$ cat config.mk
export PLATFORM = sky130hd
export DESIGN_NAME = bpu_table
export DESIGN_NICKNAME = d
export VERILOG_FILES = /design/src/bpu_pkg.sv /design/src/bpu_table.sv
export VERILOG_INCLUDE_DIRS = /design/src /design/src/include
export SDC_FILE = /design/constraint.sdc
export NUM_CORES = 1
export LEC_CHECK = 0
export BUFFER_PORTS_ARGS = -buffer_cell sky130_fd_sc_hd__buf_4
export CAP_MARGIN = 20
export CORE_ASPECT_RATIO = 1.75
export CORE_UTILIZATION = 56
export CTS_CLUSTER_SIZE = 25
export DETAILED_ROUTE_END_ITERATION = 10
export PLACE_DENSITY = 0.7
export RECOVER_POWER = 100
export SETUP_SLACK_MARGIN = 0.1
export SLEW_MARGIN = 10
export SYNTH_ARGS = -nofsm -noshare
export SYNTH_HDL_FRONTEND = slang
export SYNTH_SLANG_ARGS = --single-unit
export TNS_END_PERCENT = 100
$ cat constraint.sdc
create_clock -name clk -period 4.8 [get_ports clk]
set_input_delay 0 -clock clk [delete_from_list [all_inputs] [get_ports clk]]
set_output_delay 0 -clock clk [all_outputs]
set_load 0.02 [all_outputs]
$ cat src/include/bpu_config.svh
`ifndef BPU_CONFIG_SVH
`define BPU_CONFIG_SVH

// fetch pc after reset
`define BPU_INIT_PC 32'h1c00_0000

// btb and bht share index width and depth
`define BPU_BTB_LEN 9
`define BPU_BTB_DEPTH 512

// tag comes from pc bits starting at bit 12
`define BPU_TAG_LEN 8

// local history per bht entry
`define BPU_HISTORY_LEN 5

// pht index = {history, pc[10:3]}
`define BPU_PHT_PC_LEN 8
`define BPU_PHT_LEN 13
`define BPU_PHT_DEPTH 8192

// return address stack
`define BPU_RAS_LEN 3
`define BPU_RAS_DEPTH 8

`endif

$ cat src/bpu_pkg.sv
`include "bpu_config.svh"

package bpu_pkg;

    typedef enum logic [1:0] {
        BR_NORMAL = 2'b00, // conditional branch
        BR_JUMP   = 2'b01, // b / jirl not used as return
        BR_CALL   = 2'b10, // bl
        BR_RET    = 2'b11  // jirl back through ra
    } br_type_t;

    typedef struct packed {
        logic [31:0]             target_pc;
        logic [`BPU_TAG_LEN-1:0] tag;
        br_type_t                br_type;
        logic                    is_branch;
    } btb_entry_t;

    typedef struct packed {
        logic [`BPU_HISTORY_LEN-1:0] history;
    } bht_entry_t;

    typedef struct packed {
        logic [1:0] scnt; // 2-bit saturating counter
    } pht_entry_t;

    // feedback from the back end, one per slot
    typedef struct packed {
        logic                        update;
        logic [31:0]                 pc;
        logic [31:0]                 target_pc;
        logic                        taken;
        logic                        is_branch;
        br_type_t                    branch_type;
        logic                        type_miss;
        logic                        target_miss;
        logic [`BPU_HISTORY_LEN-1:0] history; // history seen at predict time
        logic [1:0]                  scnt;    // counter seen at predict time
    } correct_info_t;

    typedef struct packed {
        logic [31:0]                 target_pc;
        logic [31:0]                 next_pc;
        logic                        is_branch;
        br_type_t                    br_type;
        logic                        taken;
        logic [1:0]                  scnt;
        logic                        need_update; // no btb entry for this pc
        logic [`BPU_HISTORY_LEN-1:0] history;
    } predict_info_t;

    typedef struct packed {
        logic [31:0]            pc;
        logic [1:0]             mask;
        predict_info_t [1:0]    predict_infos;
    } fetch_pkt_t;

    // sized for the widest table, narrow tables use the low bits
    typedef struct packed {
        logic                    we;
        logic                    bank;
        logic [`BPU_PHT_LEN-1:0] addr;
    } table_wr_t;

    function automatic logic [`BPU_BTB_LEN-1:0] btb_hash(input logic [31:0] pc);
        return pc[17:9] ^ pc[11:3]; // fold high pc bits onto the word index
    endfunction

    function automatic logic [`BPU_TAG_LEN-1:0] pc_tag(input logic [31:0] pc);
        return pc[`BPU_TAG_LEN+11:12];
    endfunction

    function automatic logic [1:0] next_scnt(input logic [1:0] scnt, input logic taken);
        if (taken) begin
            return (scnt == 2'b11) ? 2'b11 : scnt + 2'd1;
        end
        return (scnt == 2'b00) ? 2'b00 : scnt - 2'd1;
    endfunction

endpackage

$ cat src/bpu_table.sv
`timescale 1ns/1ps

module bpu_table #(
    parameter type entry_t = logic,
    parameter int  DEPTH   = 512,
    parameter int  AW      = 9
) (
    input  logic                      clk,
    input  bpu_pkg::table_wr_t        wr_i,
    input  entry_t                    wdata_i,
    input  logic [1:0][AW-1:0]        raddr_i, // one address per bank
    output entry_t [1:0]              rdata_o
);

    entry_t mem [2][DEPTH]; // two banks, one per slot

    // distributed ram powers up cleared
    initial begin
        for (int b = 0; b < 2; b++) begin
            for (int j = 0; j < DEPTH; j++) begin
                mem[b][j] = '0;
            end
        end
    end

    // single write port shared by both banks
    always @(posedge clk) begin
        if (wr_i.we) begin
            mem[wr_i.bank][wr_i.addr[AW-1:0]] <= wdata_i; // upper addr bits unused here
        end
    end

    // async read per bank
    for (genvar b = 0; b < 2; b++) begin : g_rd
        assign rdata_o[b] = mem[b][raddr_i[b]];
    end

    // decode must never hand over a write with an unknown index
    a_waddr_known: assert property (
        @(posedge clk) wr_i.we |-> !$isunknown({wr_i.bank, wr_i.addr[AW-1:0]})
    );

endmodule

; Word-level counts from Yosys, hierarchy flattened
; Memory sizes are Yosys's and may differ from the RTL's.
; Cells that the tools add are included.
[op_classes]
n_bitwise = 3
n_mux = 10
reduce_logical = 1
order_cmp = 4
[ops]
columns = op, count
row1 = $mux 512, 1
row2 = $ge 10x10->1 const B, 3
row3 = $not 9->10, 3
row4 = $bmux 1 s9, 2
row5 = $lt 10x1->1 const B, 1
row6 = $demux 1 s9, 1
row7 = $mux 1, 6
row8 = $logic_and 1x1->1, 1
[word_totals]
mem_count = 1
mem_bits_rw = 1024
input_bits = 35
reg_bits = 0
[memory_table]
columns = name, words, word_bits, rd, rd_ports_with_merged_regs, write_ports, line_no
row1 = mem, 2, 512, 2, 0, 1, bpu_table.sv:15  ; entry_t mem [2][DEPTH];

; Depth between registers and ports, before layout
; Gate-level depths: netlist (run 1).
[depth]
depth_word = 6
mapped_depth = 12
ltp_nobuf = 7

; Least setup slack after synthesis (run 1)
; No wires, ideal clock.
[synth_path]
path_type = register to output
start = memory mem[0][314] in the netlist's numbering
end = output port rdata_o[0] in the netlist's numbering
path_buffers = 0
required_time_ns = 4.800
arrival_ns = 1.915
path_stages_with_launch = 8
slack_ns = 2.885
cell_sequence = edfxtp_1 mux4_1 mux4_2 nand2_1 o311ai_1 o211ai_1 a221o_1 nand4_1
[synth_lines]
columns = item, line_no
row1 = from (decl), bpu_table.sv:15
row2 = to (decl), bpu_table.sv:12  ; output entry_t [1:0] rdata_o

; Final worst setup path (run 1)
[layout_path]
start = input port wdata_i
end = memory mem[1][458] in the netlist's numbering (data pin)
[layout_lines]
columns = item, line_no
row1 = from (decl), bpu_table.sv:10  ; input entry_t wdata_i,
; Straight into the memory's write port.

==> metrics.txt, run 1 <==
fraction of registers with async set/reset=0; gr usage total=0.272; Fill cells=approximately 6000; worst hold path class=primary input to register; Port Buffers=32; Placer Congestion=about 0.80; Min Clock Period, post-route=3.59 ns; CP Class=primary input to register; layout cell share with drive strength beyond 1=0.107; Max Cap Violations=30; Site Rows=~140; initial antenna violation count=1; die area=81200 sq um; Iter 0 DRT Violations=between 2000 and 3000; fin. max-slew vios=1088; Synth Flop Type=edfxtp_1; Syn Nets=approximately 3200; clock root buffer=clkbuf_16; routed length per instance=roughly 26 microns; largest net degree at the start of global routing=roughly 200; RSZ-0062 raised after global routing=no; worst-margin pin slew=3.26 ns; Leakage=0.0147 uW; Placed Cells incl. Taps=approximately 4000; worst path required time=approximately 5 ns; area added between synthesis and finish=7.99%; Worst Setup Start Kind=primary input; CP endpoint kind=register; first-pass GRT wire length=approximately 160 mm; Nets=3156; final WL=109 mm; status=complete, but fails checks; dpl hpwl=around 65 mm; CP max FO=167; core box area=79000 sq um; commonest non-fill, non-tap cell in the layout=nor2_1; DR vias/cell=between 6 and 7; clock buffer depth=3; synth top area cells=edfxtp_1 (69%), nor2_1 (8.9%), mux4_2 (6.3%); Die Y-Extent=376 microns; H-tree levels=3; Post-CTS Resized=0; TritonRoute pass-1 iters=6; ANT nets after route=0; grt ovf=0; Vias=26800; vias in the first global route=27700; Reg clk slew, reported paths=0.07 ns; fin crit share=0.747; Post-Syn Instances=approximately 3200; final cell count without fillers=approximately 4200; Post-Syn Area=between 40000 and 50000 sq um; CTS tree=yes; Util after Layout=0.613; Total Power=between 15000 and 20000 uW; Max Fclk=~280 MHz; EDFF count, synth=just over 1000; synthesized area per cell=14.0 sq um; final setup fails=0; count of cell types in the netlist=50; Worst VDD drop=0.231 mV; Cell Pwr Density=approximately 380 nW/um^2; clock sink count=1024; post-synthesis sequential area ratio=0.686; residual DRC count=0; Hold Violations, Final=0; CTS buffer count=89; Rel. slew slack=-1.17; Starting Density=0.567; failing checks=capacitance limit, slew limit; Yosys top cell area share=0.686; number of flip-flops in the largest register=1024; crit path DAT=roughly 4 ns; dominant cell type by area after synthesis=edfxtp_1; Setup TNS=0 ns; commonest cells after routing, fill and taps aside=nor2_1 (1061), edfxtp_1 (1024), mux2i_1 (231); I/O pins=37; Synth warnings=0; Synth Register Bits=a little over 1000; Die W=about 220 microns
-- cells in the mapped netlist (6+ instances only) --
cell         n
o21ai_0     15
nor4_1       8
nand3_1      7
clkbuf_1   161
o22ai_1     52
a21oi_1     69
nor3b_1      9
nor3_1       6
buf_12       6
nor2b_1      6
o221ai_1   113
mux2i_1    231
edfxtp_1  1024
mux4_2     125
buf_8       14
nor2_1    1061
buf_1       82
buf_6       19
o211ai_1    11
nand2_1     90
mux4_1      19
buf_2       17
-- metal layers --
metal / vias to the layer above / routed length (microns) / track usage
met2: 1183 / 59100 / 0.502
li1: 11700 / - / -
met5: - / 0 / 0
met3: 322 / 7370 / 0.0365
met4: 0 / 6470 / 0.162
met1: 13600 / 36400 / 0.294
-- cell type report --
| cell class | count | area [sq um] | share of cell area |
|---|---|---|---|
| sequential | 1024 | 30700 | 0.636 |
| antenna | 3 | 7.51 | 0.000155 |
| inverter | 10 | 37.5 | 0.000776 |
| timing repair buffer | 123 | 840 | 0.0174 |
| clock inverter | 59 | 588 | 0.0122 |
| multi-input combinational | 1873 | 12500 | 0.258 |
| clock buffer | 103 | 2410 | 0.0498 |
| tap | 1035 | 1290 | 0.0268 |
-- critical path: stages --
cell and delay (ns):
dlygate4sd3_1 0.52, clkbuf_2 2.08, buf_4 0.99
-- cells by family after synthesis --
| group | share of synthesized area |
|---|---|
| muxes | 0.126 |
| AOI/OAI and AO/OA | 0.0468 |
| buffers and inverters | 0.0361 |
| DFF | 0.686 |
| and+or+nand+nor | 0.105 |
-- where the power goes --
group | internal [uW] | total [uW] | switching (uW) | leakage [uW]
clock | 4230 | 7410 | 3180 | 0.00147
sequential | 9840 | 9840 | 1.36 | 0.00920
combinational | 306 | 966 | 660 | 0.00400
total | 14400 | 18200 | 3840 | 0.0147
-- worst paths after layout --
check	startpoint	endpoint	slack (ns)	depth (start not counted)
max	wdata_i	mem[1][458]	1.21	3
min	wr_i[8]	mem[1][309]	0.19	4
-- stage by stage --
step | cell area (sq um) | setup slack [ns] | hold WS [ns]
2_1_floorplan | 44800 | 2.89 | 0.0989
3_3_place_gp | 45400 | 1.70 | 0.629
3_5_place_dp | 45600 | 1.69 | 0.649
4_1_cts | 48600 | 1.58 | 0.134
5_1_grt | 48400 | 0.955 | 0.208
6_report | 48400 | 1.21 | 0.187
-- what timing repair did --
action,4_1_cts,5_1_grt
hold endpoints to repair,67,0
buffers inserted,0,0
hold buffers,1,0
Power figures use the tool's default switching activity.
==> run 2, diff against run 1 <==
Clock period 4.8 ns to 3.65 ns, I/O delays scaled along.
==> run 2 against run 1 <==
Effect of this change:
- the run still ends with capacitance limit, slew limit left
- sequential share of layout area shrank 0.085 points
- worst setup slack lost 0.88 ns
- routed wire length grew 0.26%
- non-clock buffer count grew 24
- sequential power grew 32%
- first-iteration DRC count shrank 7.7%
- die area is the same
- worst hold slack lost 0.048 ns
- clock power grew 26%
- critical path type unchanged
==> metrics.txt, run 2 (same netlist as run 1, synthesis figures left out) <==
status=complete, but fails checks (unchanged); failing checks=capacitance limit, slew limit (unchanged); Setup TNS=0 ns (unchanged); H-tree levels=3 (unchanged); Hold Path Origin=wr_i[2] (was wr_i[8]); I/O pins=37 (unchanged); area added between synthesis and finish=8.13% (was 7.99%); final setup fails=0 (unchanged); Cell Pwr Density=486 nW/um^2 (was 377 nW/um^2); fin. max-slew vios=1630 (was 1088); Vias=26900 (was 26800); initial antenna violation count=0 (was 1); worst path required time=3.75 ns (was 5.13 ns); number of flip-flops in the largest register=1024 (unchanged); Die Y-Extent=376 microns (unchanged); CP Class=primary input to register (unchanged); die area=81200 sq um (unchanged); Max Fclk=~300 MHz; worst-margin pin slew=2.88 ns (was 3.26 ns); # diodes=0 (was 3); largest net degree at the start of global routing=168 (was 195); CTS tree=yes (unchanged); fin crit share=0.909; switching part of the total=0.212 (was 0.211); RSZ-0062 raised after global routing=no (unchanged); Die W=216 microns (unchanged); final WL=110 mm (was 109 mm); core box area=79000 sq um (unchanged); worst hold path class=primary input to register (unchanged); CP max FO=167 (unchanged); gr usage total=0.273 (was 0.272); Reg clk slew, reported paths=0.07 ns (about the same); crit path DAT=3.41 ns (was 3.92 ns); residual DRC count=0 (unchanged); clock sink count=1024 (unchanged); first-pass GRT wire length=162 mm (about the same); Nets=3179 (was 3156); Seq pwr share=0.550 (was 0.540); gr busiest metal=met2 (unchanged); CP endpoint kind=register (unchanged); ANT nets after route=0 (unchanged); vias in the first global route=27800 (was 27700); Post-CTS Resized=0 (unchanged); DR vias/cell=6.33 (was 6.34); dpl hpwl=65.7 mm (was 64.7 mm); routed length per instance=25.8 microns (about the same); Placer Congestion=0.826 (was 0.802); commonest cells after routing, fill and taps aside=nor2_1 (1061), edfxtp_1 (1024), mux2i_1 (231) (unchanged); CTS buffer count=88 (was 89); M2 GR Usage=0.499 (was 0.502); Rel. slew slack=-0.921 (was -1.17); clock buffer depth=3 (unchanged); Max Cap Violations=37 (was 30); Iter 0 DRT Violations=2470 (was 2677); Crit. Startpoint=wdata_i (unchanged); Psw=4990 uW (was 3840 uW); Worst Setup Start Kind=primary input (unchanged); met1 Use GR=0.295 (was 0.294); Worst VDD drop=0.386 mV (was 0.231 mV); Fill cells=5976 (was 5981); Internal=18600 uW (was 14400 uW); commonest non-fill, non-tap cell in the layout=nor2_1 (unchanged); layout cell share with drive strength beyond 1=0.109 (was 0.107); Hold Violations, Final=0 (unchanged); Leakage=0.0147 uW (about the same); clock root buffer=clkbuf_16 (unchanged); TritonRoute pass-1 iters=6 (unchanged); Starting Density=0.567 (unchanged); Site Rows=136 (unchanged); Comb pwr share=0.055 (was 0.053); met3 Track Usage GR=0.0372 (was 0.0365); Hold WS=0.139 ns (was 0.187 ns); Port Buffers=32 (unchanged); clock power share=0.395 (was 0.407); grt ovf=0 (unchanged); Min Clock Period, post-route=roughly 3.3 ns
[run 2: cell count changes in the layout (fill, tap and decap cells not counted), moves of 3 or more]
cell	delta
buf_4	+17
diode_2	-3
buf_12	+3
clkinv_1	+5
clkinv_2	-10
bufinv_16	-4
clkbuf_2	+5
clkbuf_1	+3
[run 2: layer usage]
layer	share of wire	wire length, microns
met1	0.33	36700
met2	0.54	58700
met3	0.067	7330
met4	0.062	6840
met5	0	0
[run 2: worst paths after layout]
kind | endpoint | depth (start not counted)
setup / recovery | mem[0][27] | 3
hold / removal | mem[0][493] | 4
[run 2: critical path, cell delays in order]
cell and delay (ns):
dlygate4sd3_1 0.56, buf_8 0.54, clkbuf_2 1.90
[run 2: final cells by class]
type | instances | area, sq um | area share
Sequential cell | 1024 | 30700 | 0.635
Multi-Input combinational cell | 1873 | 12500 | 0.257
Clock buffer | 108 | 2380 | 0.0492
Tap cell | 1035 | 1290 | 0.0267
Timing Repair Buffer | 147 | 1090 | 0.0226
Clock inverter | 50 | 439 | 0.00906
Inverter | 10 | 37.5 | 0.000775
[run 2: repair_timing]
item | CTS | global route
hold buffers | 1 | 0
buffers inserted | 0 | 0
endpoints found under the hold margin | 27 | 0
[run 2: per-stage QoR]
stage          std cells  cell area, sq um  total power (uW)  utilization  setup WS (ns)
6_report            4247             48500             23600        0.614          0.333
5_1_grt             4247             48500             24100        0.614          0.240
4_1_cts             4244             48700             23700        0.617          0.491
3_5_place_dp        4085             45900             14500        0.581          0.759
3_3_place_gp        4084             45900             14500        0.581          0.688
2_1_floorplan       3211             44800             14000            -           1.74
[run 2: power groups by stage]
stage | Clock, uW | Combinational (uW) | Sequential (uW)
floorplan | 0 | 778 | 13200
global placement | 0 | 1280 | 13200
detailed placement | 0 | 1310 | 13200
CTS | 9430 | 1320 | 12900
global route | 9820 | 1360 | 12900
finish | 9310 | 1290 | 13000
