<file path="src/include/bpu_config.svh">
`ifndef BPU_CONFIG_SVH
`define BPU_CONFIG_SVH

// fetch pc after reset
`define BPU_INIT_PC 32'h1c00_0000

// btb and bht share index width and depth
`define BPU_BTB_LEN 9
`define BPU_BTB_DEPTH 512

// tag comes from pc bits starting at bit 12
`define BPU_TAG_LEN 8

// local history per bht entry
`define BPU_HISTORY_LEN 5

// pht index = {history, pc[10:3]}
`define BPU_PHT_PC_LEN 8
`define BPU_PHT_LEN 13
`define BPU_PHT_DEPTH 8192

// return address stack
`define BPU_RAS_LEN 3
`define BPU_RAS_DEPTH 8

`endif

</file>
<file path="src/bpu_pkg.sv">
`include "bpu_config.svh"

package bpu_pkg;

    typedef enum logic [1:0] {
        BR_NORMAL = 2'b00, // conditional branch
        BR_JUMP   = 2'b01, // b / jirl not used as return
        BR_CALL   = 2'b10, // bl
        BR_RET    = 2'b11  // jirl back through ra
    } br_type_t;

    typedef struct packed {
        logic [31:0]             target_pc;
        logic [`BPU_TAG_LEN-1:0] tag;
        br_type_t                br_type;
        logic                    is_branch;
    } btb_entry_t;

    typedef struct packed {
        logic [`BPU_HISTORY_LEN-1:0] history;
    } bht_entry_t;

    typedef struct packed {
        logic [1:0] scnt; // 2-bit saturating counter
    } pht_entry_t;

    // feedback from the back end, one per slot
    typedef struct packed {
        logic                        update;
        logic [31:0]                 pc;
        logic [31:0]                 target_pc;
        logic                        taken;
        logic                        is_branch;
        br_type_t                    branch_type;
        logic                        type_miss;
        logic                        target_miss;
        logic [`BPU_HISTORY_LEN-1:0] history; // history seen at predict time
        logic [1:0]                  scnt;    // counter seen at predict time
    } correct_info_t;

    typedef struct packed {
        logic [31:0]                 target_pc;
        logic [31:0]                 next_pc;
        logic                        is_branch;
        br_type_t                    br_type;
        logic                        taken;
        logic [1:0]                  scnt;
        logic                        need_update; // no btb entry for this pc
        logic [`BPU_HISTORY_LEN-1:0] history;
    } predict_info_t;

    typedef struct packed {
        logic [31:0]            pc;
        logic [1:0]             mask;
        predict_info_t [1:0]    predict_infos;
    } fetch_pkt_t;

    // sized for the widest table, narrow tables use the low bits
    typedef struct packed {
        logic                    we;
        logic                    bank;
        logic [`BPU_PHT_LEN-1:0] addr;
    } table_wr_t;

    function automatic logic [`BPU_BTB_LEN-1:0] btb_hash(input logic [31:0] pc);
        return pc[17:9] ^ pc[11:3]; // fold high pc bits onto the word index
    endfunction

    function automatic logic [`BPU_TAG_LEN-1:0] pc_tag(input logic [31:0] pc);
        return pc[`BPU_TAG_LEN+11:12];
    endfunction

    function automatic logic [1:0] next_scnt(input logic [1:0] scnt, input logic taken);
        if (taken) begin
            return (scnt == 2'b11) ? 2'b11 : scnt + 2'd1;
        end
        return (scnt == 2'b00) ? 2'b00 : scnt - 2'd1;
    endfunction

endpackage

</file>
<file path="src/bpu_update_decode.sv">
`timescale 1ns/1ps

`include "bpu_config.svh"

module bpu_update_decode (
    input  bpu_pkg::correct_info_t [1:0] correct_infos_i,
    output bpu_pkg::table_wr_t           btb_wr_o,
    output bpu_pkg::btb_entry_t          btb_wdata_o,
    output bpu_pkg::table_wr_t           bht_wr_o,
    output bpu_pkg::bht_entry_t          bht_wdata_o,
    output bpu_pkg::table_wr_t           pht_wr_o,
    output bpu_pkg::pht_entry_t          pht_wdata_o,
    output logic                         ras_push_o,
    output logic                         ras_pop_o,
    output logic [31:0]                  ras_wdata_o
);

    import bpu_pkg::*;

    correct_info_t               ci;      // the correction that trains this cycle
    logic [`BPU_BTB_LEN-1:0]     hash_idx;

    // first slot with update set wins
    assign ci       = correct_infos_i[0].update ? correct_infos_i[0] : correct_infos_i[1];
    assign hash_idx = btb_hash(ci.pc);

    always_comb begin
        // btb only rewritten when the stored entry was wrong
        btb_wr_o                   = '0;
        btb_wr_o.we                = ci.update & (ci.type_miss | ci.target_miss);
        btb_wr_o.bank              = ci.pc[2];
        btb_wr_o.addr[`BPU_BTB_LEN-1:0] = hash_idx;
        btb_wdata_o.target_pc      = ci.target_pc;
        btb_wdata_o.tag            = pc_tag(ci.pc);
        btb_wdata_o.br_type        = ci.branch_type;
        btb_wdata_o.is_branch      = ci.is_branch;

        // bht shares the btb index
        bht_wr_o                   = '0;
        bht_wr_o.we                = ci.update;
        bht_wr_o.bank              = ci.pc[2];
        bht_wr_o.addr[`BPU_BTB_LEN-1:0] = hash_idx;
        if (ci.type_miss) begin
            // new entry, restart history from this outcome
            bht_wdata_o.history = {{(`BPU_HISTORY_LEN-1){1'b0}}, ci.taken};
        end else begin
            bht_wdata_o.history = {ci.history[`BPU_HISTORY_LEN-2:0], ci.taken};
        end

        // pht indexed by the history the prediction used
        pht_wr_o.we                = ci.update;
        pht_wr_o.bank              = ci.pc[2];
        pht_wr_o.addr              = {ci.history, ci.pc[`BPU_PHT_PC_LEN+2:3]};
        pht_wdata_o.scnt           = next_scnt(ci.scnt, ci.taken);
    end

    assign ras_push_o  = ci.update && (ci.branch_type == BR_CALL);
    assign ras_pop_o   = ci.update && (ci.branch_type == BR_RET);
    assign ras_wdata_o = ci.pc + 32'd4; // return lands after the call

endmodule

</file>
<file path="config.mk">
export PLATFORM = sky130hd
export DESIGN_NAME = bpu_update_decode
export DESIGN_NICKNAME = d
export VERILOG_FILES = /design/src/bpu_pkg.sv /design/src/bpu_update_decode.sv
export VERILOG_INCLUDE_DIRS = /design/src /design/src/include
export SDC_FILE = /design/constraint.sdc
export NUM_CORES = 1
export LEC_CHECK = 0
export ABC_CLOCK_PERIOD_IN_PS = 5000
export BUFFER_PORTS_ARGS = -buffer_cell sky130_fd_sc_hd__buf_2
export CAP_MARGIN = 40
export CORE_AREA = 2 2 112 114
export DETAILED_ROUTE_END_ITERATION = 8
export DIE_AREA = 0 0 114 116
export SYNTH_ARGS = -nofsm -noshare
export SYNTH_HDL_FRONTEND = slang
export SYNTH_SLANG_ARGS = --single-unit
export TNS_END_PERCENT = 50
</file>
<file path="constraint.sdc">
create_clock -name vclk -period 5
set_clock_uncertainty 0.15 [all_clocks]
set_input_delay 1.25 -clock vclk [all_inputs]
set_output_delay 1.25 -clock vclk [all_outputs]
set_load 0.01 [all_outputs]
</file>
# Word level (Yosys, flattened, before mapping)
# Cells that the tools add are included.
[classes] n_addsub=3 n_eq_ne=3 muxes=7 bitwise_logic=3 reduce_logical=3
[ops] operator="$mux 78" n=1
[ops] operator="$add 32x3->32 const B" n=1
[ops] operator="$xor 9x9->9" n=1
[ops] operator="$mux 2" n=4
[ops] operator="$eq 2x2->1 const B" n=3
[ops] operator="$mux 5" n=1
[ops] operator="$add 2x1->2 const B" n=1
[ops] operator="$logic_and 1x1->1" n=2
[ops] operator="$logic_not 2->1" n=1
[ops] operator="$sub 2x1->2 const B" n=1
[ops] operator="$and 1x1->1" n=1
[ops] operator="$mux 1" n=1
[ops] operator="$or 1x1->1" n=1
[totals] register_bits=0 in_bits=156

# Depth between registers and ports, before layout
# Gate-level depths: netlist (run 1).
[depth] word_depth=5 ltp_mapped=11

# Worst setup path before layout (run 1)
# Ideal clock, no wire load.
[synth_path] kind="in2out" start="in correct_infos_i[77] in the netlist's numbering" end="out ras_wdata_o[24]" arrival_ns=3.427 required_time_ns=3.600 slack_ns=0.173 cell_stages=11 path_cell_list="buf_4 buf_2 buf_2 buf_2 mux2i_1 inv_1 ha_1 a21boi_2 nand3_2 nor4_2 xnor2_1"
[synth_lines] element="from (decl)" line="bpu_update_decode.sv:6" source="input bpu_pkg::correct_info_t [1:0] correct_infos_i,"
[synth_lines] element="to (decl)" line="bpu_update_decode.sv:15" source="output logic [31:0] ras_wdata_o"

# Worst setup path after layout (run 1)
[layout_path] start="in correct_infos_i[77] in the netlist's numbering" end="out ras_wdata_o[27]"
[layout_via] elab_chain_cells=2
[layout_rtl] element="$mux 78" line="bpu_update_decode.sv:24" source="assign ci = correct_infos_i[0].update ? correct_infos_i[0] : correct_infos_i[1];"
[layout_rtl] element="$add 32x3->32" line="bpu_update_decode.sv:59" source="assign ras_wdata_o = ci.pc + 32'd4;"
# No other way between the ends.

==> impl_metrics.py, run 1 <==
metrics = {
    "worst_setup_path": {
        "critPathMaxFanout": 32,
        "critPathMaxStageDelay_ps": 440,
        "cp_cell_sequence": "buf_4, nand3_1, a222oi_1, buf_4, and3_1, nand4_1, xnor2_1, buf_2",
        "crit_type": "input port to output port",
        "cp_data_required_time_ps": 3600,
        "cpMostUsedCell": "buf_4",
        "crit_buf_inv": 3,
        "end_kind": "output port",
        "startpoint": "correct_infos_i[77]",
        "crit_arrival_ps": 3210,
        "crit_path_top_delay_cell": "a222oi_1",
        "critical-path-top-delay-family": "buffers and inverters",
        "cp-start-kind": "input port",
    },
    "power_and_ir_drop": {
        "p_sw_frac": 0.529,
        "cellLeakagePower_nw": 1.90,
        "power_frac_comb": 1.000,
        "clkPwrFrac": 0,
        "share_seq_of_total_power": 0,
        "p_sw_uw": 197,
        "ir_drop_mv": 0.0495,
        "p_int_uw": 176,
        "p_per_area_nw_per_um2": 104,
        "report.power.total_uw": 373,
    },
    "synthesis": {
        "synthCells": 285,
        "ys_top_cells_by_area": "mux2_2, mux2i_1, xnor2_1",
        "post-synth-top-count-cell": "mux2_2",
        "avgSynthCellArea_um2": 7.51,
        "yosysTopAreaCell": "mux2_2",
        "ys_top_cells_by_count": "mux2_2, nand2_1, buf_4, xnor2_1, mux2i_1",
        "yosysSeqAreaShare": 0,
        "yosys_warnings": 0,
        "synth_top_area_frac": 0.263,
        "syn-cell-area_um2": 2140,
        "ys_types": 40,
    },
    "timing": {
        "finalSetupViolations": 0,
        "fin_worst_hold_slack_ps": 2660,
        "fmax_mhz": 217,
        "rsz0062_at_grt": "false",
        "fin_tns_setup_ps": 0,
        "hold_viol": 0,
        "slew_headroom": 0.681,
        "drv_slew": 0,
        "setup_ws_ps": 386,
        "finalCritPeriodShare": 0.923,
        "fin_crit_ps": 4610,
        "tightest_slew_ps": 465,
    },
    "place": {
        "portBuffers": 277,
        "postPlaceCellArea_um2": 3580,
        "pre_cts_slack_ps": 434,
        "gp_congestion": 0.877,
        "dp_hpwl_um": 9320,
        "dpl.cell_count": 691,
    },
    "finish": {
        "seq_cell_count": 0,
        "nets": 703,
        "ff_latch_area_um2": 0,
        "drive_above_1_share": 0.638,
        "stdcell_area_um2": 3580,
        "nClkBuffers": 0,
        "fin_util": 0.301,
        "syn_to_final_growth_pct": 67.4,
        "final_cells": 692,
    },
    "flow_run": {
        "drv_cap": 0,
    },
    "detailed_routing": {
        "drc": 0,
        "vias": 3083,
        "drt-pass1-iter-count": 5,
        "drtAntennaViolNets": 0,
        "wirelength_um": 10600,
        "via_per_inst": 4.46,
        "routedWlPerCell_um": 15.3,
        "first_iter_violations": 129,
    },
    "min_path": {
        "hold_depth": 3,
        "hold_start": "correct_infos_i[38]",
        "hp-class": "input port to output port",
        "worstHoldEndpoint": "btb_wdata_o[36]",
    },
    "floorplan": {
        "dieWidth_um": 114,
        "placementRows": 40,
        "ios": 285,
        "die_y_um": 116,
        "start_util": 0.180,
        "die_area_um2": 13200,
        "coreArea_um2": 11900,
    },
    "global_route": {
        "grt_start_max_net_pins": 47,
        "grt_pass1_vias": 2844,
        "grt-ovfl-total": 0,
        "grt.total_usage": 0.142,
        "antenna_found_initial": 1,
        "grt_pass1_wl_um": 15100,
    },
    "clock_tree": {
        "cts_hold_buf": 0,
        "ctsResizeCount": 0,
        "cts_setup_buffers": 0,
    },
    "status": {
        "status": "finished clean",
    },
}
-- tightest hold or removal path, stage by stage --
cell and delay (ps):
buf_2 70, mux2_2 120, buf_2 120
-- placed cells by master, fill, tap and decap left out, drive strengths merged, types with 2 or more instances in the layout --
master / netlist / layout
and3: 5 / 5
nand2: 33 / 33
mux2: 51 / 51
nor2: 9 / 9
a31oi: 3 / 3
nand3b: 8 / 8
mux2i: 21 / 21
a222oi: 2 / 2
nor2b: 6 / 6
inv: 12 / 12
nor3: 3 / 3
o21ai: 12 / 12
nand4b: 3 / 3
xnor2: 23 / 23
nand4: 7 / 7
a22oi: 3 / 3
conb: 1 / 8
a21oi: 7 / 7
buf: 34 / 286
nand3: 20 / 20
xor2: 11 / 11
-- area by class of cell --
| type | instances | area, um^2 |
|---|---|---|
| antenna | 1 | 2.50 |
| fill | 1322 | 8330 |
| inverter | 12 | 45.0 |
| multi-input combinational | 246 | 1880 |
| tap | 147 | 184 |
| timing repair buffer | 286 | 1470 |
-- per-layer routing --
metal	GRT usage	part of all wire	up-vias	wire (um)
met5	0	0	-	0
met4	0.0106	0.0032	0	34
met3	0.0214	0.091	4	966
met2	0.262	0.49	182	5180
met1	0.182	0.42	1386	4390
li1	-	-	1511	-
-- kinds of logic (layout without fill, tap and decap cells) --
| kind of cell | after synthesis | after routing | share of synthesized area |
|---|---|---|---|
| AO/OA/AOI/OAI | 32 | 32 | 0.0988 |
| adder cells (fa/ha/maj) | 2 | 2 | 0.0105 |
| AND/OR/NAND/NOR | 98 | 98 | 0.250 |
| XOR/XNOR | 34 | 34 | 0.139 |
| multiplexers | 72 | 72 | 0.367 |
| other | 1 | 9 | 0.00175 |
| buffers and inverters | 46 | 298 | 0.133 |
-- power by group through the flow --
stage                     sequential [mW]  combinational, mW     clock, mW
final                                   0              0.373  0.0000000268
after global routing                    0              0.404  0.0000000268
after CTS                               0              0.375             0
after detailed placement                0              0.373             0
after global placement                  0              0.374             0
after floorplan                         0              0.211             0
-- how the worst max path moves through the flow --
stage / endpoint / cells after the start
after floorplan: ras_wdata_o[24] / 11
after global placement: ras_wdata_o[27] / 8
after detailed placement: ras_wdata_o[27] / 8
after CTS: ras_wdata_o[27] / 8
after global routing: ras_wdata_o[27] / 8
final: ras_wdata_o[27] / 8
No activity file was read; power rests on OpenSTA's default activity.
==> inputs of run 2 (changes only) <==
--- a/config.mk
+++ b/config.mk
@@ -12,6 +12,8 @@
 export CORE_AREA = 2 2 112 114
 export DETAILED_ROUTE_END_ITERATION = 8
 export DIE_AREA = 0 0 114 116
+export MAX_ROUTING_LAYER = met4
+export PLACE_DENSITY = 0.5
 export SYNTH_ARGS = -nofsm -noshare
 export SYNTH_HDL_FRONTEND = slang
 export SYNTH_SLANG_ARGS = --single-unit
==> impl_metrics.py, run 2 (same netlist as run 1, synthesis figures left out) <==
metrics = {
    "global_route": {
        "grtUsageMet1": 0.185,
        "grt-busiest-layer": "met2",
        "grt_pass1_wl_um": 14100,
        "grt.total_usage": 0.136,
        "grtUsageMet2": 0.237,
        "antenna_found_initial": 0,
        "grt.met3_usage": 0.00575,
        "grt_pass1_vias": 2733,
        "grt_start_max_net_pins": 63,
        "grt-ovfl-total": 0,
    },
    "finish": {
        "drive_above_1_share": 0.635,
        "n_fill_cell": 1292,
        "fin_util": 0.297,
        "layout_common_cells": "buf_2, mux2_2, nand2_1",
        "multi_input_area_um2": 1880,
        "mostFrequentLayoutCell": "buf_2",
        "syn_to_final_growth_pct": 65.5,
        "nets": 698,
        "ff_latch_area_um2": 0,
        "nClkBuffers": 0,
        "seq_cell_count": 0,
        "diodes": 0,
    },
    "power_and_ir_drop": {
        "share_seq_of_total_power": 0,
        "p_int_uw": 173,
        "cellLeakagePower_nw": 1.87,
        "p_per_area_nw_per_um2": 104,
        "ir_drop_mv": 0.0499,
        "clkPwrFrac": 0,
        "p_sw_uw": 194,
        "p_sw_frac": 0.529,
        "power_frac_comb": 1.000,
    },
    "worst_setup_path": {
        "cp-start-kind": "input port",
        "cp_data_required_time_ps": 3600,
        "crit_type": "input port to output port",
        "cp-endpoint": "ras_wdata_o[30]",
        "startpoint": "correct_infos_i[77]",
        "critPathMaxFanout": 23,
        "crit_arrival_ps": 3290,
        "end_kind": "output port",
    },
    "floorplan": {
        "die_area_um2": 13200,
        "dieWidth_um": 114,
        "ios": 285,
        "die_y_um": 116,
        "placementRows": 40,
        "coreArea_um2": 11900,
        "start_util": 0.180,
    },
    "place": {
        "gp_congestion": 0.846,
        "portBuffers": 277,
        "dp_hpwl_um": 8980,
    },
    "timing": {
        "drv_slew": 0,
        "slew_headroom": 0.613,
        "finalSetupViolations": 0,
        "fmax_mhz": 213,
        "rsz0062_at_grt": "false",
        "fin_tns_setup_ps": 0,
        "fin_crit_ps": 4690,
        "hold_viol": 0,
        "finalCritPeriodShare": 0.938,
        "tightest_slew_ps": 575,
    },
    "detailed_routing": {
        "first_iter_violations": 138,
        "routedWlPerCell_um": 14.9,
        "drtAntennaViolNets": 0,
        "via_per_inst": 4.48,
        "drt-pass1-iter-count": 4,
        "drc": 0,
        "wirelength_um": 10200,
        "vias": 3075,
    },
    "flow_run": {
        "drv_cap": 0,
    },
    "status": {
        "status": "finished clean",
    },
    "clock_tree": {
        "cts_setup_buffers": 0,
        "ctsResizeCount": 0,
        "cts_hold_buf": 0,
    },
    "min_path": {
        "hp-class": "input port to output port",
    },
}
==> run 2: changes by cell type in the layout (fill, tap and decap cells not counted) <==
cell     change
buf_4        -5
diode_2      -1
==> run 2: worst min path at each step <==
stage	depth (start not counted)	to	slack (ps)	from
floorplan	1	ras_wdata_o[2]	2450	correct_infos_i[125]
global placement	3	ras_wdata_o[1]	2660	correct_infos_i[46]
detailed placement	3	btb_wdata_o[26]	2660	correct_infos_i[106]
CTS	3	btb_wdata_o[33]	2660	correct_infos_i[35]
global route	3	btb_wdata_o[42]	2670	correct_infos_i[122]
finish	3	btb_wdata_o[12]	2660	correct_infos_i[14]
==> run 2: per-stage QoR <==
| step | power [mW] | cells | hold slack [ps] | cell area [um^2] | worst slack, ps |
|---|---|---|---|---|---|
| 6_report | 0.367 | 686 | 2660 | 3540 | 310 |
| 5_1_grt | 0.397 | 686 | 2670 | 3540 | 92.6 |
| 4_1_cts | 0.370 | 686 | 2660 | 3540 | 321 |
| 3_5_place_dp | 0.367 | 686 | 2660 | 3540 | 333 |
| 3_3_place_gp | 0.369 | 686 | 2660 | 3540 | 387 |
| 2_1_floorplan | 0.211 | 292 | 2450 | 2170 | 173 |
==> run 2: worst max-delay path: stages <==
cell and delay (ps):
buf_4 260, mux2i_1 140, inv_1 130, ha_1 310, a21boi_2 300, nand4_2 250
nor3_1 340, xnor2_1 150, buf_2 150
==> run 2: cell type report <==
type | instances | share of cell area
Multi-Input combinational cell | 246 | 0.531
Timing Repair Buffer | 281 | 0.404
Tap cell | 147 | 0.0519
Inverter | 12 | 0.0127
==> run 2: routing by layer <==
metal  up-vias  wire, um
li1       1499         -
met1      1410      4440
met2       164      5000
met3         2       746
met4         0        23
met5         -         0
==> run 2: power groups by stage <==
stage | sequential, mW | clock [mW] | combinational, mW
after floorplan | 0 | 0 | 0.211
after global placement | 0 | 0 | 0.369
after detailed placement | 0 | 0 | 0.367
after CTS | 0 | 0 | 0.370
after global routing | 0 | 0 | 0.397
final | 0 | 0 | 0.367
