**config.mk**
```make
export PLATFORM = sky130hd
export DESIGN_NAME = bpu_ras
export DESIGN_NICKNAME = d
export VERILOG_FILES = /design/src/bpu_ras.sv
export VERILOG_INCLUDE_DIRS = /design/src /design/src/include
export SDC_FILE = /design/constraint.sdc
export NUM_CORES = 1
export LEC_CHECK = 0
export BUFFER_PORTS_ARGS = -buffer_cell sky130_fd_sc_hd__buf_2
export CAP_MARGIN = 10
export CORE_AREA = 5 5 149 151
export DETAILED_ROUTE_END_ITERATION = 16
export DIE_AREA = 0 0 154 156
export PLACE_DENSITY_LB_ADDON = 0.15
export SYNTH_ARGS = -nofsm -noshare
export SYNTH_HDL_FRONTEND = slang
export SYNTH_SLANG_ARGS = --single-unit
```
**constraint.sdc**
```tcl
create_clock -name clk -period 4.1 [get_ports clk]
set_clock_uncertainty 0.2 [all_clocks]
set_input_delay 0.205 -clock clk [delete_from_list [all_inputs] [get_ports clk]]
set_output_delay 0.205 -clock clk [all_outputs]
set_load 0.01 [all_outputs]
```
**src/include/bpu_config.svh**
```systemverilog
`ifndef BPU_CONFIG_SVH
`define BPU_CONFIG_SVH

// fetch pc after reset
`define BPU_INIT_PC 32'h1c00_0000

// btb and bht share index width and depth
`define BPU_BTB_LEN 9
`define BPU_BTB_DEPTH 512

// tag comes from pc bits starting at bit 12
`define BPU_TAG_LEN 8

// local history per bht entry
`define BPU_HISTORY_LEN 5

// pht index = {history, pc[10:3]}
`define BPU_PHT_PC_LEN 8
`define BPU_PHT_LEN 13
`define BPU_PHT_DEPTH 8192

// return address stack
`define BPU_RAS_LEN 3
`define BPU_RAS_DEPTH 8

`endif

```
**src/bpu_ras.sv**
```systemverilog
`timescale 1ns/1ps

`include "bpu_config.svh"

module bpu_ras (
    input  logic        clk,
    input  logic        rst_n,
    input  logic        push_i,
    input  logic        pop_i,
    input  logic [31:0] wdata_i, // return address to push
    output logic [31:0] top_o
);

    logic [31:0]             stack [`BPU_RAS_DEPTH];
    logic [`BPU_RAS_LEN-1:0] top_ptr; // points at the top entry
    logic [`BPU_RAS_LEN-1:0] w_ptr;   // next free slot, always top_ptr + 1

    initial begin
        for (int j = 0; j < `BPU_RAS_DEPTH; j++) begin
            stack[j] = '0;
        end
    end

    // stack contents, no reset
    always @(posedge clk) begin
        if (push_i) begin
            stack[w_ptr] <= wdata_i;
        end
    end

    // pointers wrap, overflow overwrites the oldest entry
    always_ff @(posedge clk) begin
        if (!rst_n) begin
            top_ptr <= '1;
            w_ptr   <= '0;
        end else if (push_i) begin
            top_ptr <= w_ptr;
            w_ptr   <= w_ptr + 1'b1;
        end else if (pop_i) begin
            w_ptr   <= top_ptr;
            top_ptr <= top_ptr - 1'b1;
        end
    end

    assign top_o = stack[top_ptr];

    // a single correction is either a call or a return
    a_no_push_pop: assert property (
        @(posedge clk) disable iff (!rst_n) !(push_i && pop_i)
    );

endmodule

```
After elaboration in Yosys (flattened, before gate mapping)

Memory sizes are Yosys's and may differ from the RTL's. A register that Yosys moved wholly into a read port is not among the register bits.
Index checks and enable logic that the tools add are counted.

Reductions and logical operators: 1
Muxes and demuxes: 8
Add/subtract/negate cells: 2

Operators with widths:

| kind                                             | count |
|---|---|
| 2-to-1 mux 3 bit                                 | 6 |
| adder 3 x 1 -> 3 bit, second input constant      | 1 |
| subtractor 3 x 1 -> 3 bit, second input constant | 1 |
| 2-to-1 mux 1 bit                                 | 2 |
| nonzero test 2 bit                               | 1 |

Bits in writable memories: 256
Memories: 1
Input port bits: 36
Output and inout port bits: 32
Register bits: 6

Memories:

| name  | words | width | read ports | clocked after Yosys merged registers in | write ports | line          | RTL |
|---|---|---|---|---|---|---|---|
| stack | 8     | 32    | 1          | 1                                       | 1           | bpu_ras.sv:14 | `` logic [31:0] stack [`BPU_RAS_DEPTH]; `` |

Depth between registers and ports, before layout

Gate-level depths: netlist of the first run.

Word-level depth: 5
Depth in mapped cells: 5
Mapped depth without buffers: 5

Worst setup path before layout of the first run

No wires, ideal clock.

Path kind: input to register
Start point: in push_i
End point: mem stack[4][0] (enable)
Cell stages on the path: 3
Buffers on the path: 1
Slack: 0.626 ns
Arrival time: 2.813 ns
Cells stage by stage: clkbuf_1 nand2_1 nor3_1

Word-level cells in the longest chain between the ends: 2

RTL lines:

| element                                | line          | RTL |
|---|---|---|
| start, declared                        | bpu_ras.sv:8  | `input logic push_i,` |
| 2-to-1 mux 1 bit                       | bpu_ras.sv:26 | `if (push_i) begin` |
| 2-to-1 mux 1 bit (implied by the code) | bpu_ras.sv:27 | `stack[w_ptr] <= wdata_i;` |
| end, declared                          | bpu_ras.sv:14 |  |

Every way passes these cells.

==> results of run 1 <==
-- synthesized netlist by cell type, types with 3 or more instances --
cell type and instances:
buf_1 3, mux4_1 40, buf_6 7, clkbuf_1 4, mux2_2 33, nand2b_1 3
nand2_1 7, mux4_2 24, o21ai_0 3, edfxtp_1 256, dfxtp_1 9, nor2_1 7
buf_2 6
-- through the flow --
step                      worst slack (ns)  power [uW]  hold slack [ns]  instances  area (um^2)
after global routing                 0.888        6270            0.284        843        12200
after CTS                            0.973        6110            0.264        843        12200
final                                 1.04        6030            0.278        843        12200
after detailed placement              1.55        3600            0.250        755        10900
after global placement                1.56        3590            0.253        755        10900
after floorplan                      0.626        3430           0.0811        421        10200
-- registers in the layout, indices dropped and copies added (netlist names), named ones only --
register,cells
top_ptr,3
w_ptr,3
stack,256
-- layout make-up --
type | count | share of cell area (%)
well taps | 275 | 2.82
clock buffers | 34 | 6.11
flip-flops and latches | 265 | 64.6
repair buffers | 115 | 6.55
multi-input cells | 134 | 18.4
clock inverters | 18 | 1.48
inverters | 2 | 0.0616
-- power by group through the flow --
stage          clock network (uW)  logic, uW  registers [uW]
2_1_floorplan                   0        293            3130
3_3_place_gp                    0        426            3160
3_5_place_dp                    0        431            3170
4_1_cts                      2540        462            3110
5_1_grt                      2660        489            3120
6_report                     2470        451            3110
-- routing by layer --
metal | GRT usage (%) | up-vias
li1 | - | 2073
met1 | 22.6 | 2416
met2 | 25.7 | 108
met3 | 3.05 | 28
met4 | 3.07 | 0
met5 | 0 | -
-- logic make-up (layout without fill, tap and decap cells) --
logic type,count (synthesis),after routing
buf+inv,22,169
simple gates,25,25
xor+xnor,2,2
flops,265,265
mux,98,98
compound gates,7,7
fa+ha+maj,2,2
-- how the worst min path moves through the flow --
| stage | to | depth (start not counted) | startpoint |
|---|---|---|---|
| 2_1_floorplan | flop | 1 | rst_n |
| 3_3_place_gp | flop | 2 | rst_n |
| 3_5_place_dp | flop | 2 | rst_n |
| 4_1_cts | stack[4][6]$_DFFE_PP_ | 2 | wdata_i[6] |
| 5_1_grt | stack[3][20]$_DFFE_PP_ | 2 | wdata_i[20] |
| 6_report | stack[3][20]$_DFFE_PP_ | 2 | wdata_i[20] |
-- repair_timing --
action	CTS	global route
hold buffers	36	0
endpoints found under the hold margin	265	0
resized for setup	0	0
==> results.ini, run 1 <==
[hold_path]
worst_hold_path_type = input port to flop

[synthesis]
syn_inst = 421
yosys.area.top_type = edfxtp_1
synth.area.top_cells = edfxtp_1 (75%), mux4_1 (10%), mux4_2 (5.3%)
synth_fa_ha_area_share_pct = 0.245
ys_async_sr_fraction_pct = 0
synth_compound_area_share_pct = 0.491
syn-num-nets = 459
yosysWarningCount = 0
synth_edf_count = 256
ys.flop_type = edfxtp_1
synth.top_cell.area_share_pct = 75.4
synth_simple_gate_area_share_pct = 1.20
seq_area_frac_synth_pct = 77.1
synth_cell_types = 28
synthesis.area_um2 = 10200
muxShareOfSynthArea_pct = 19.3
synth_top_family_by_area = multiplexers
synth_xor_xnor_area_share_pct = 0.172
synth_area_per_cell_um2 = 24.2
synth_seq_cells = 265

[global_route]
antenna_found_initial = 0
grt_overflow = 0
grt_pass1_vias = 4902
grt_pass1_wl_um = 29000
grt_usage_pct = 15.7
grt_max_degree = 65

[finish]
final_nets = 584
multi_input_area_um2 = 2240
seq_area_um2 = 7870
final_common_cell = edfxtp_1
layout_common_cells = edfxtp_1 (256), buf_2 (67), mux4_1 (40), dlygate4sd3_1 (36), mux2_2 (33)
antennaDiodeCount = 0
layout-drive-gt1-share_pct = 33.6
nFillCells = 1515
fin_util_pct = 58.9
syn2layout_area_growth_pct = 19.5

[setup_path]
critical_path_class = flop to primary output
cp_data_arrival_time_ns = 2.65
regToRegSetupSlack_ns = 1.75
r2r_start = w_ptr[2]$_SDFFE_PN0N_
r2r_cells = 3
required_ns = 3.69
critPathMaxStageDelay_ns = 0.70
crit_buf_inv = 2
worst_setup_path_end_kind = primary output
path_cells = buf_12 -> mux4_1 -> mux2_2 -> buf_2
crit_path_end = top_o[16]
r2r-end = stack[3][28]$_DFFE_PP_
cp_top_family = multiplexers
crit_fanout = 36
cp_num_cells = 4
cp_slowest_cell = dfxtp_4
critPathLaunchType = flop

[outcome]
outcome = finished clean

[routing]
drt_first_pass_iters = 4
num_vias = 4625
wl_met3_um = 973
dr.first_iter.drc_count = 379
wirelength_um = 18800
wl_met1_um = 8440
wl_met2_um = 9050
top_layer = met4
wl_per_cell_um = 22.3
drc = 0
antenna_left = 0
viasPerCell = 5.49

[power]
ir_worst_vdd_uv = 365
netSwitchingFraction_pct = 20.9
leakage_uw = 0.00421
power_per_cell_area_nw_per_um2 = 495
p_sw_uw = 1260
p_seq_share_pct = 51.5
intPower_uw = 4770
pwr-share-comb_pct = 7.5
p_clk_share_pct = 41.0

[sta]
finalCriticalPeriod_ns = 3.06
slew-limit-headroom_pct = 30.9
fin_setup_tns_ns = 0
timing.fmax_mhz = 327
finalHoldViolations = 0
period_share_pct = 74.5
maxSlewViolCount = 0
rsz0062_at_grt = false
setup_viol = 0
worstMarginPinSlew_ns = 1.04

[clock_network]
clk_pin_slew_ns = 0.06
clkLatencyLatePin_ns = 0.53
htreeDepth = 1
clock_sinks = 265
postCtsSetupRepairBufs = 0
cts_buffers = 28
clockRootBuffer = clkbuf_16
cts_tree = yes
cts_buffer_depth = 3

[die]
coreArea_um2 = 20700
die-area_um2 = 24000
start_util_pct = 49.3
die_h_um = 156
io_pins = 68
die_w_um = 154
fp-row-count = 53

[placement]
gp_congestion = 0.710
portBuffers = 67
dp_hpwl_um = 10400

[job]
maxCapViolations = 0

(Power assumes the default switching activity.)
==> run 2, diff against run 1 <==
==> constraint.sdc (replaced) <==
create_clock -name clk -period 2.5 [get_ports clk]
set_clock_uncertainty 0.2 [all_clocks]
set_input_delay 0.125 -clock clk [delete_from_list [all_inputs] [get_ports clk]]
set_output_delay 0.125 -clock clk [all_outputs]
set_load 0.01 [all_outputs]
==> run 2 against run 1 <==
Against the previous run: design area increased by 2.9%; setup slack got worse by 1.0 ns; wire length increased by 5.3%; sequential share of layout area decreased by 1.8 points; clock-buffer cell count decreased by 2; highest routed layer unchanged.
==> results.ini, run 2 (synthesis results as in run 1) <==
[outcome]
outcome = finished clean

[clock_network]
clk_pin_slew_ns = 0.07  ; about the same
cts_buffers = 26  ; -7.1%
clock_sinks = 265  ; unchanged
clkLatencyLatePin_ns = 0.52  ; about the same
cts_tree = yes
clockRootBuffer = clkbuf_16
cts_buffer_depth = 3  ; unchanged
htreeDepth = 1  ; unchanged

[setup_path]
cp_slowest_cell = mux4_2
crit_fanout = 7  ; -81%
critPathLaunchType = flop
critPathMaxStageDelay_ns = 0.50  ; -0.20 ns
cp_data_arrival_time_ns = 2.16  ; -0.49 ns
worst_setup_path_end_kind = primary output
required_ns = 2.17  ; -1.52 ns
critical_path_class = flop to primary output
path_cells = buf_12 -> clkbuf_16 -> mux4_2 -> mux2_4 -> buf_6

[global_route]
grt_pass1_vias = 5066  ; +3.3%
grt_pass1_wl_um = 30000  ; +3.4%
grt_max_degree = 37  ; -43%
grt_usage_pct = 16.2  ; +0.51 points
antenna_found_initial = 0  ; unchanged
grt_overflow = 0  ; unchanged

[finish]
nFillCells = 1508  ; -0.46%
layout_common_cells = edfxtp_1 (256), mux4_2 (62), buf_2 (47), dlygate4sd3_1 (36), clkbuf_16 (29)
largest_reg_flops = 256  ; unchanged
final_nets = 602  ; +3.1%
largest_register = stack
reg_top3 = stack: 256 flops, top_ptr: 3 flops, w_ptr: 3 flops
layout-drive-gt1-share_pct = 41.4  ; +7.8 points
seq_area_um2 = 7870  ; unchanged
antennaDiodeCount = 0  ; unchanged
syn2layout_area_growth_pct = 23.0
multi_input_area_um2 = 2180  ; -2.8%
final_common_cell = edfxtp_1

[placement]
place_ws_ns = 0.421  ; -1.13 ns
portBuffers = 67  ; unchanged
dp_hpwl_um = 10500  ; +0.32%
gp_congestion = 0.691  ; -2.7%

[sta]
finalCriticalPeriod_ns = 2.48
finalHoldViolations = 0  ; unchanged
maxSlewViolCount = 0  ; unchanged
timing.fmax_mhz = 403
worstMarginPinSlew_ns = 0.472  ; -0.564 ns
rsz0062_at_grt = true
hold_ws_ns = 0.208  ; -0.0700 ns
setup_viol = 0  ; unchanged
period_share_pct = 99.3
fin_ws_ns = 0.0174  ; -1.03 ns
slew-limit-headroom_pct = 68.5  ; +38 points

[power]
leakage_uw = 0.00432  ; +2.5%
power_uw = 9870  ; +64%
ir_worst_vdd_uv = 565  ; +55%
power_per_cell_area_nw_per_um2 = 787  ; +59%

[routing]
wirelength_um = 19800  ; +5.3%
dr.first_iter.drc_count = 348  ; -8.2%
drc = 0  ; unchanged
wl_per_cell_um = 23.0  ; +3.3%
drt_first_pass_iters = 4  ; unchanged
num_vias = 4702  ; +1.7%
viasPerCell = 5.47  ; -0.23%
antenna_left = 0  ; unchanged

[die]
die-area_um2 = 24000  ; unchanged
die_w_um = 154  ; unchanged
die_h_um = 156  ; unchanged
io_pins = 68  ; unchanged
coreArea_um2 = 20700  ; unchanged
start_util_pct = 49.3  ; unchanged
fp-row-count = 53  ; unchanged

[job]
maxCapViolations = 0  ; unchanged

[hold_path]
worst_hold_path_type = input port to flop

-- run 2: cell count changes in the layout (fill, tap and decap cells not counted), sizes merged --
cell,change
clkbuf,+1
buf,+17
clkinvlp,-2
-- run 2: per-layer routing --
layer | wire (um) | up-vias | global-route usage, %
met5 | 0 | - | 0
met4 | 237 | 0 | 3.62
met3 | 958 | 20 | 2.75
met2 | 9630 | 109 | 26.6
met1 | 8940 | 2503 | 23.3
li1 | - | 2070 | -
-- run 2: final timing paths --
| kind | start | endpoint | slack [ns] | cells past startpoint |
|---|---|---|---|---|
| worst max-delay path | flop | top_o[9] | 0.02 | 5 |
| worst min-delay path | wdata_i[3] | stack[5][3]$_DFFE_PP_ | 0.21 | 2 |
| worst max register to register | top_ptr[0]$_SDFFE_PN1N_ | flop | 0.53 | 6 |
| worst min register to register | top_ptr[1]$_SDFFE_PN1N_ | flop | 0.45 | 2 |
-- run 2: per-stage QoR --
| stage | cell area, um^2 | std cells | TNS [ns] | util, % |
|---|---|---|---|---|
| after floorplan | 10200 | 421 | -6.76 | - |
| final | 12500 | 859 | 0 | 60.6 |
| after detailed placement | 11100 | 766 | 0 | 53.5 |
| after global placement | 11100 | 766 | 0 | 53.5 |
| after CTS | 12400 | 856 | -0.141 | 59.8 |
| after global routing | 12500 | 859 | -0.246 | 60.6 |
-- run 2: critical path: cells and delay by family, from the launching register on --
family                 cells  cell delay [ns]
muxes                      2             0.79
buffers and inverters      3             0.45
DFF                        1             0.38
-- run 2: area by class of cell --
type	instances	share of cell area, %
inverter	2	0.0598
tap	275	2.74
multi-input combinational	134	17.4
clock buffer	32	5.44
timing repair buffer	135	10.3
sequential	265	62.7
clock inverter	16	1.32
-- run 2: what timing repair did --
action,CTS,global route
resized for setup,27,62
endpoints found under the setup margin,29,29
hold buffers,36,0
hold endpoints to repair,265,0
gates cloned,3,3
buffers inserted,3,0
-- run 2: power by group --
group          internal (uW)  switching [uW]  leakage [uW]
logic                    551             459       0.00151
registers               5020            45.4       0.00240
clock network           2250            1550      0.000412
==> run 3, diff against run 2 <==
--- a/config.mk
+++ b/config.mk
@@ -11,7 +11,7 @@
 export CORE_AREA = 5 5 149 151
 export DETAILED_ROUTE_END_ITERATION = 16
 export DIE_AREA = 0 0 154 156
-export PLACE_DENSITY_LB_ADDON = 0.15
+export PLACE_DENSITY = 0.7
 export SYNTH_ARGS = -nofsm -noshare
 export SYNTH_HDL_FRONTEND = slang
 export SYNTH_SLANG_ARGS = --single-unit
==> constraint.sdc (replaced) <==
create_clock -name clk -period 2.5 [get_ports clk]
set_clock_uncertainty 0.2 [all_clocks]
set_input_delay 0.125 -clock clk [delete_from_list [all_inputs] [get_ports clk]]
set_output_delay 0.125 -clock clk [all_outputs]
set_load 0.02 [all_outputs]
==> run 3 against run 2 <==
Against the previous run: sequential share of layout area is 0.16 points higher; combinational power hardly changed; sequential power hardly changed; final cell count is 0.35% lower; critical path type unchanged; utilization is 0.14 points lower; clock-buffer cell count is 3 higher; design area is 0.23% lower.
==> results.ini, run 3 (synthesis results as in run 1) <==
[routing]
wl_per_cell_um = 22.7  ; -1.2%
wirelength_um = 19400  ; -1.6%
antenna_left = 0  ; unchanged
drt_first_pass_iters = 5  ; +1
drc = 0  ; unchanged
dr.first_iter.drc_count = 326  ; -6.3%
viasPerCell = 5.50  ; +0.39%
num_vias = 4704  ; +0.043%

[die]
io_pins = 68  ; unchanged
coreArea_um2 = 20700  ; unchanged
start_util_pct = 49.3  ; unchanged
die-area_um2 = 24000  ; unchanged
fp-row-count = 53  ; unchanged
die_h_um = 156  ; unchanged
die_w_um = 154  ; unchanged

[setup_path]
cp_slowest_cell = mux4_2
worst_setup_path_end_kind = primary output
path_cells = buf_8 -> clkbuf_16 -> mux4_2 -> mux2_4 -> buf_6
critPathLaunchType = flop
required_ns = 2.17  ; about the same
cp_data_arrival_time_ns = 2.16  ; about the same
critPathMaxStageDelay_ns = 0.50  ; about the same
critical_path_class = flop to primary output
crit_fanout = 7  ; unchanged

[placement]
place_ws_ns = 0.372  ; -0.0491 ns
dpl_cell_area_um2 = 11100  ; about the same
gp_congestion = 0.664  ; -3.9%
portBuffers = 67  ; unchanged
dp_hpwl_um = 10900  ; +4.5%

[sta]
setup_viol = 0  ; unchanged
fin_setup_tns_ns = 0  ; unchanged
finalHoldViolations = 0  ; unchanged
finalCriticalPeriod_ns = 2.48  ; +0.000568 ns
rsz0062_at_grt = true
worstMarginPinSlew_ns = 0.455  ; -0.0169 ns
period_share_pct = 99.3  ; about the same
maxSlewViolCount = 0  ; unchanged
hold_ws_ns = 0.198  ; -0.0102 ns
slew-limit-headroom_pct = 69.7  ; +1.1 points
fin_ws_ns = 0.0168  ; -0.000568 ns
timing.fmax_mhz = 403  ; about the same

[clock_network]
htreeDepth = 1  ; unchanged
clockRootBuffer = clkbuf_16
cts_buffers = 27  ; +3.8%
clkLatencyLatePin_ns = 0.52  ; about the same
cts_buffer_depth = 3  ; unchanged
clk_pin_slew_ns = 0.06  ; about the same
cts_tree = yes
clock_sinks = 265  ; unchanged

[global_route]
grt_pass1_wl_um = 29600  ; -1.4%
grt_max_degree = 27  ; -27%
grt_pass1_vias = 5093  ; +0.53%
grt_usage_pct = 15.8  ; -0.42 points
antenna_found_initial = 0  ; unchanged
grt_overflow = 0  ; unchanged

[finish]
final_cell_area_um2 = 12500  ; -0.23%
layout_common_cells = edfxtp_1 (256), mux4_2 (57), buf_2 (42), dlygate4sd3_1 (36), clkbuf_16 (30)
syn2layout_area_growth_pct = 22.8
final_nets = 602  ; unchanged
largest_reg_flops = 256  ; unchanged
nFillCells = 1472  ; -2.4%
largest_register = stack
layout-drive-gt1-share_pct = 41.1  ; -0.30 points
seq_area_um2 = 7880  ; about the same
antennaDiodeCount = 0  ; unchanged
final_common_cell = edfxtp_1
reg_top3 = stack: 256 flops, top_ptr: 3 flops, w_ptr: 3 flops
multi_input_area_um2 = 2190  ; +0.52%

[power]
power_uw = 10000  ; +1.4%
leakage_uw = 0.00432  ; +0.13%
power_per_cell_area_nw_per_um2 = 800  ; +1.7%
ir_worst_vdd_uv = 623  ; +10%

[outcome]
outcome = finished clean

[job]
maxCapViolations = 0  ; unchanged

[hold_path]
worst_hold_path_type = input port to flop

==> run 3: timing repair <==
action / 4_1_cts / 5_1_grt
gates cloned: 0 / 3
resized for setup: 14 / 90
endpoints found under the setup margin: 30 / 31
hold buffers: 36 / 0
endpoints found under the hold margin: 265 / 0
setup buffers: 2 / 2
==> run 3: routing by layer <==
metal	track usage [%]	part of all wire (%)	vias up
met5	0	0	-
met4	3.36	1.5	0
met3	2.52	4.2	23
met2	27.4	52	132
met1	21.6	43	2483
li1	-	-	2066
==> run 3: layout make-up <==
cell class | count | area share [%]
clock buffers | 35 | 5.88
clock inverters | 11 | 1.11
inverters | 2 | 0.0600
multi-input cells | 134 | 17.5
flip-flops and latches | 265 | 62.9
well taps | 275 | 2.75
repair buffers | 134 | 9.78
==> run 3: worst max-delay path: cells and delay by family, from the launching register on <==
kind                   cells  cell delay (ns)
DFF                        1             0.38
buffers and inverters      3             0.45
muxes                      2             0.80
==> run 3: report_power, final <==
part	total, uW	switching (uW)	internal, uW
Sequential	5070	53.3	5020
Clock	3910	1530	2370
Combinational	1040	503	535
Total	10000	2090	7930
==> run 3: worst paths after layout <==
path | end | cells after the start | slack, ns | start
worst min-delay path | stack[3][24]$_DFFE_PP_ | 2 | 0.20 | wdata_i[24]
worst max register to register | flop | 6 | 0.54 | top_ptr[0]$_SDFFE_PN1N_
worst max-delay path | top_o[27] | 5 | 0.02 | flop
worst min register to register | flop | 2 | 0.47 | top_ptr[1]$_SDFFE_PN1N_
==> run 3: per-stage QoR <==
stage               utilization (%)  instances
finish                         60.5        856
floorplan                         -        421
global placement               53.5        767
detailed placement             53.5        767
global route                   60.5        856
CTS                            59.4        851
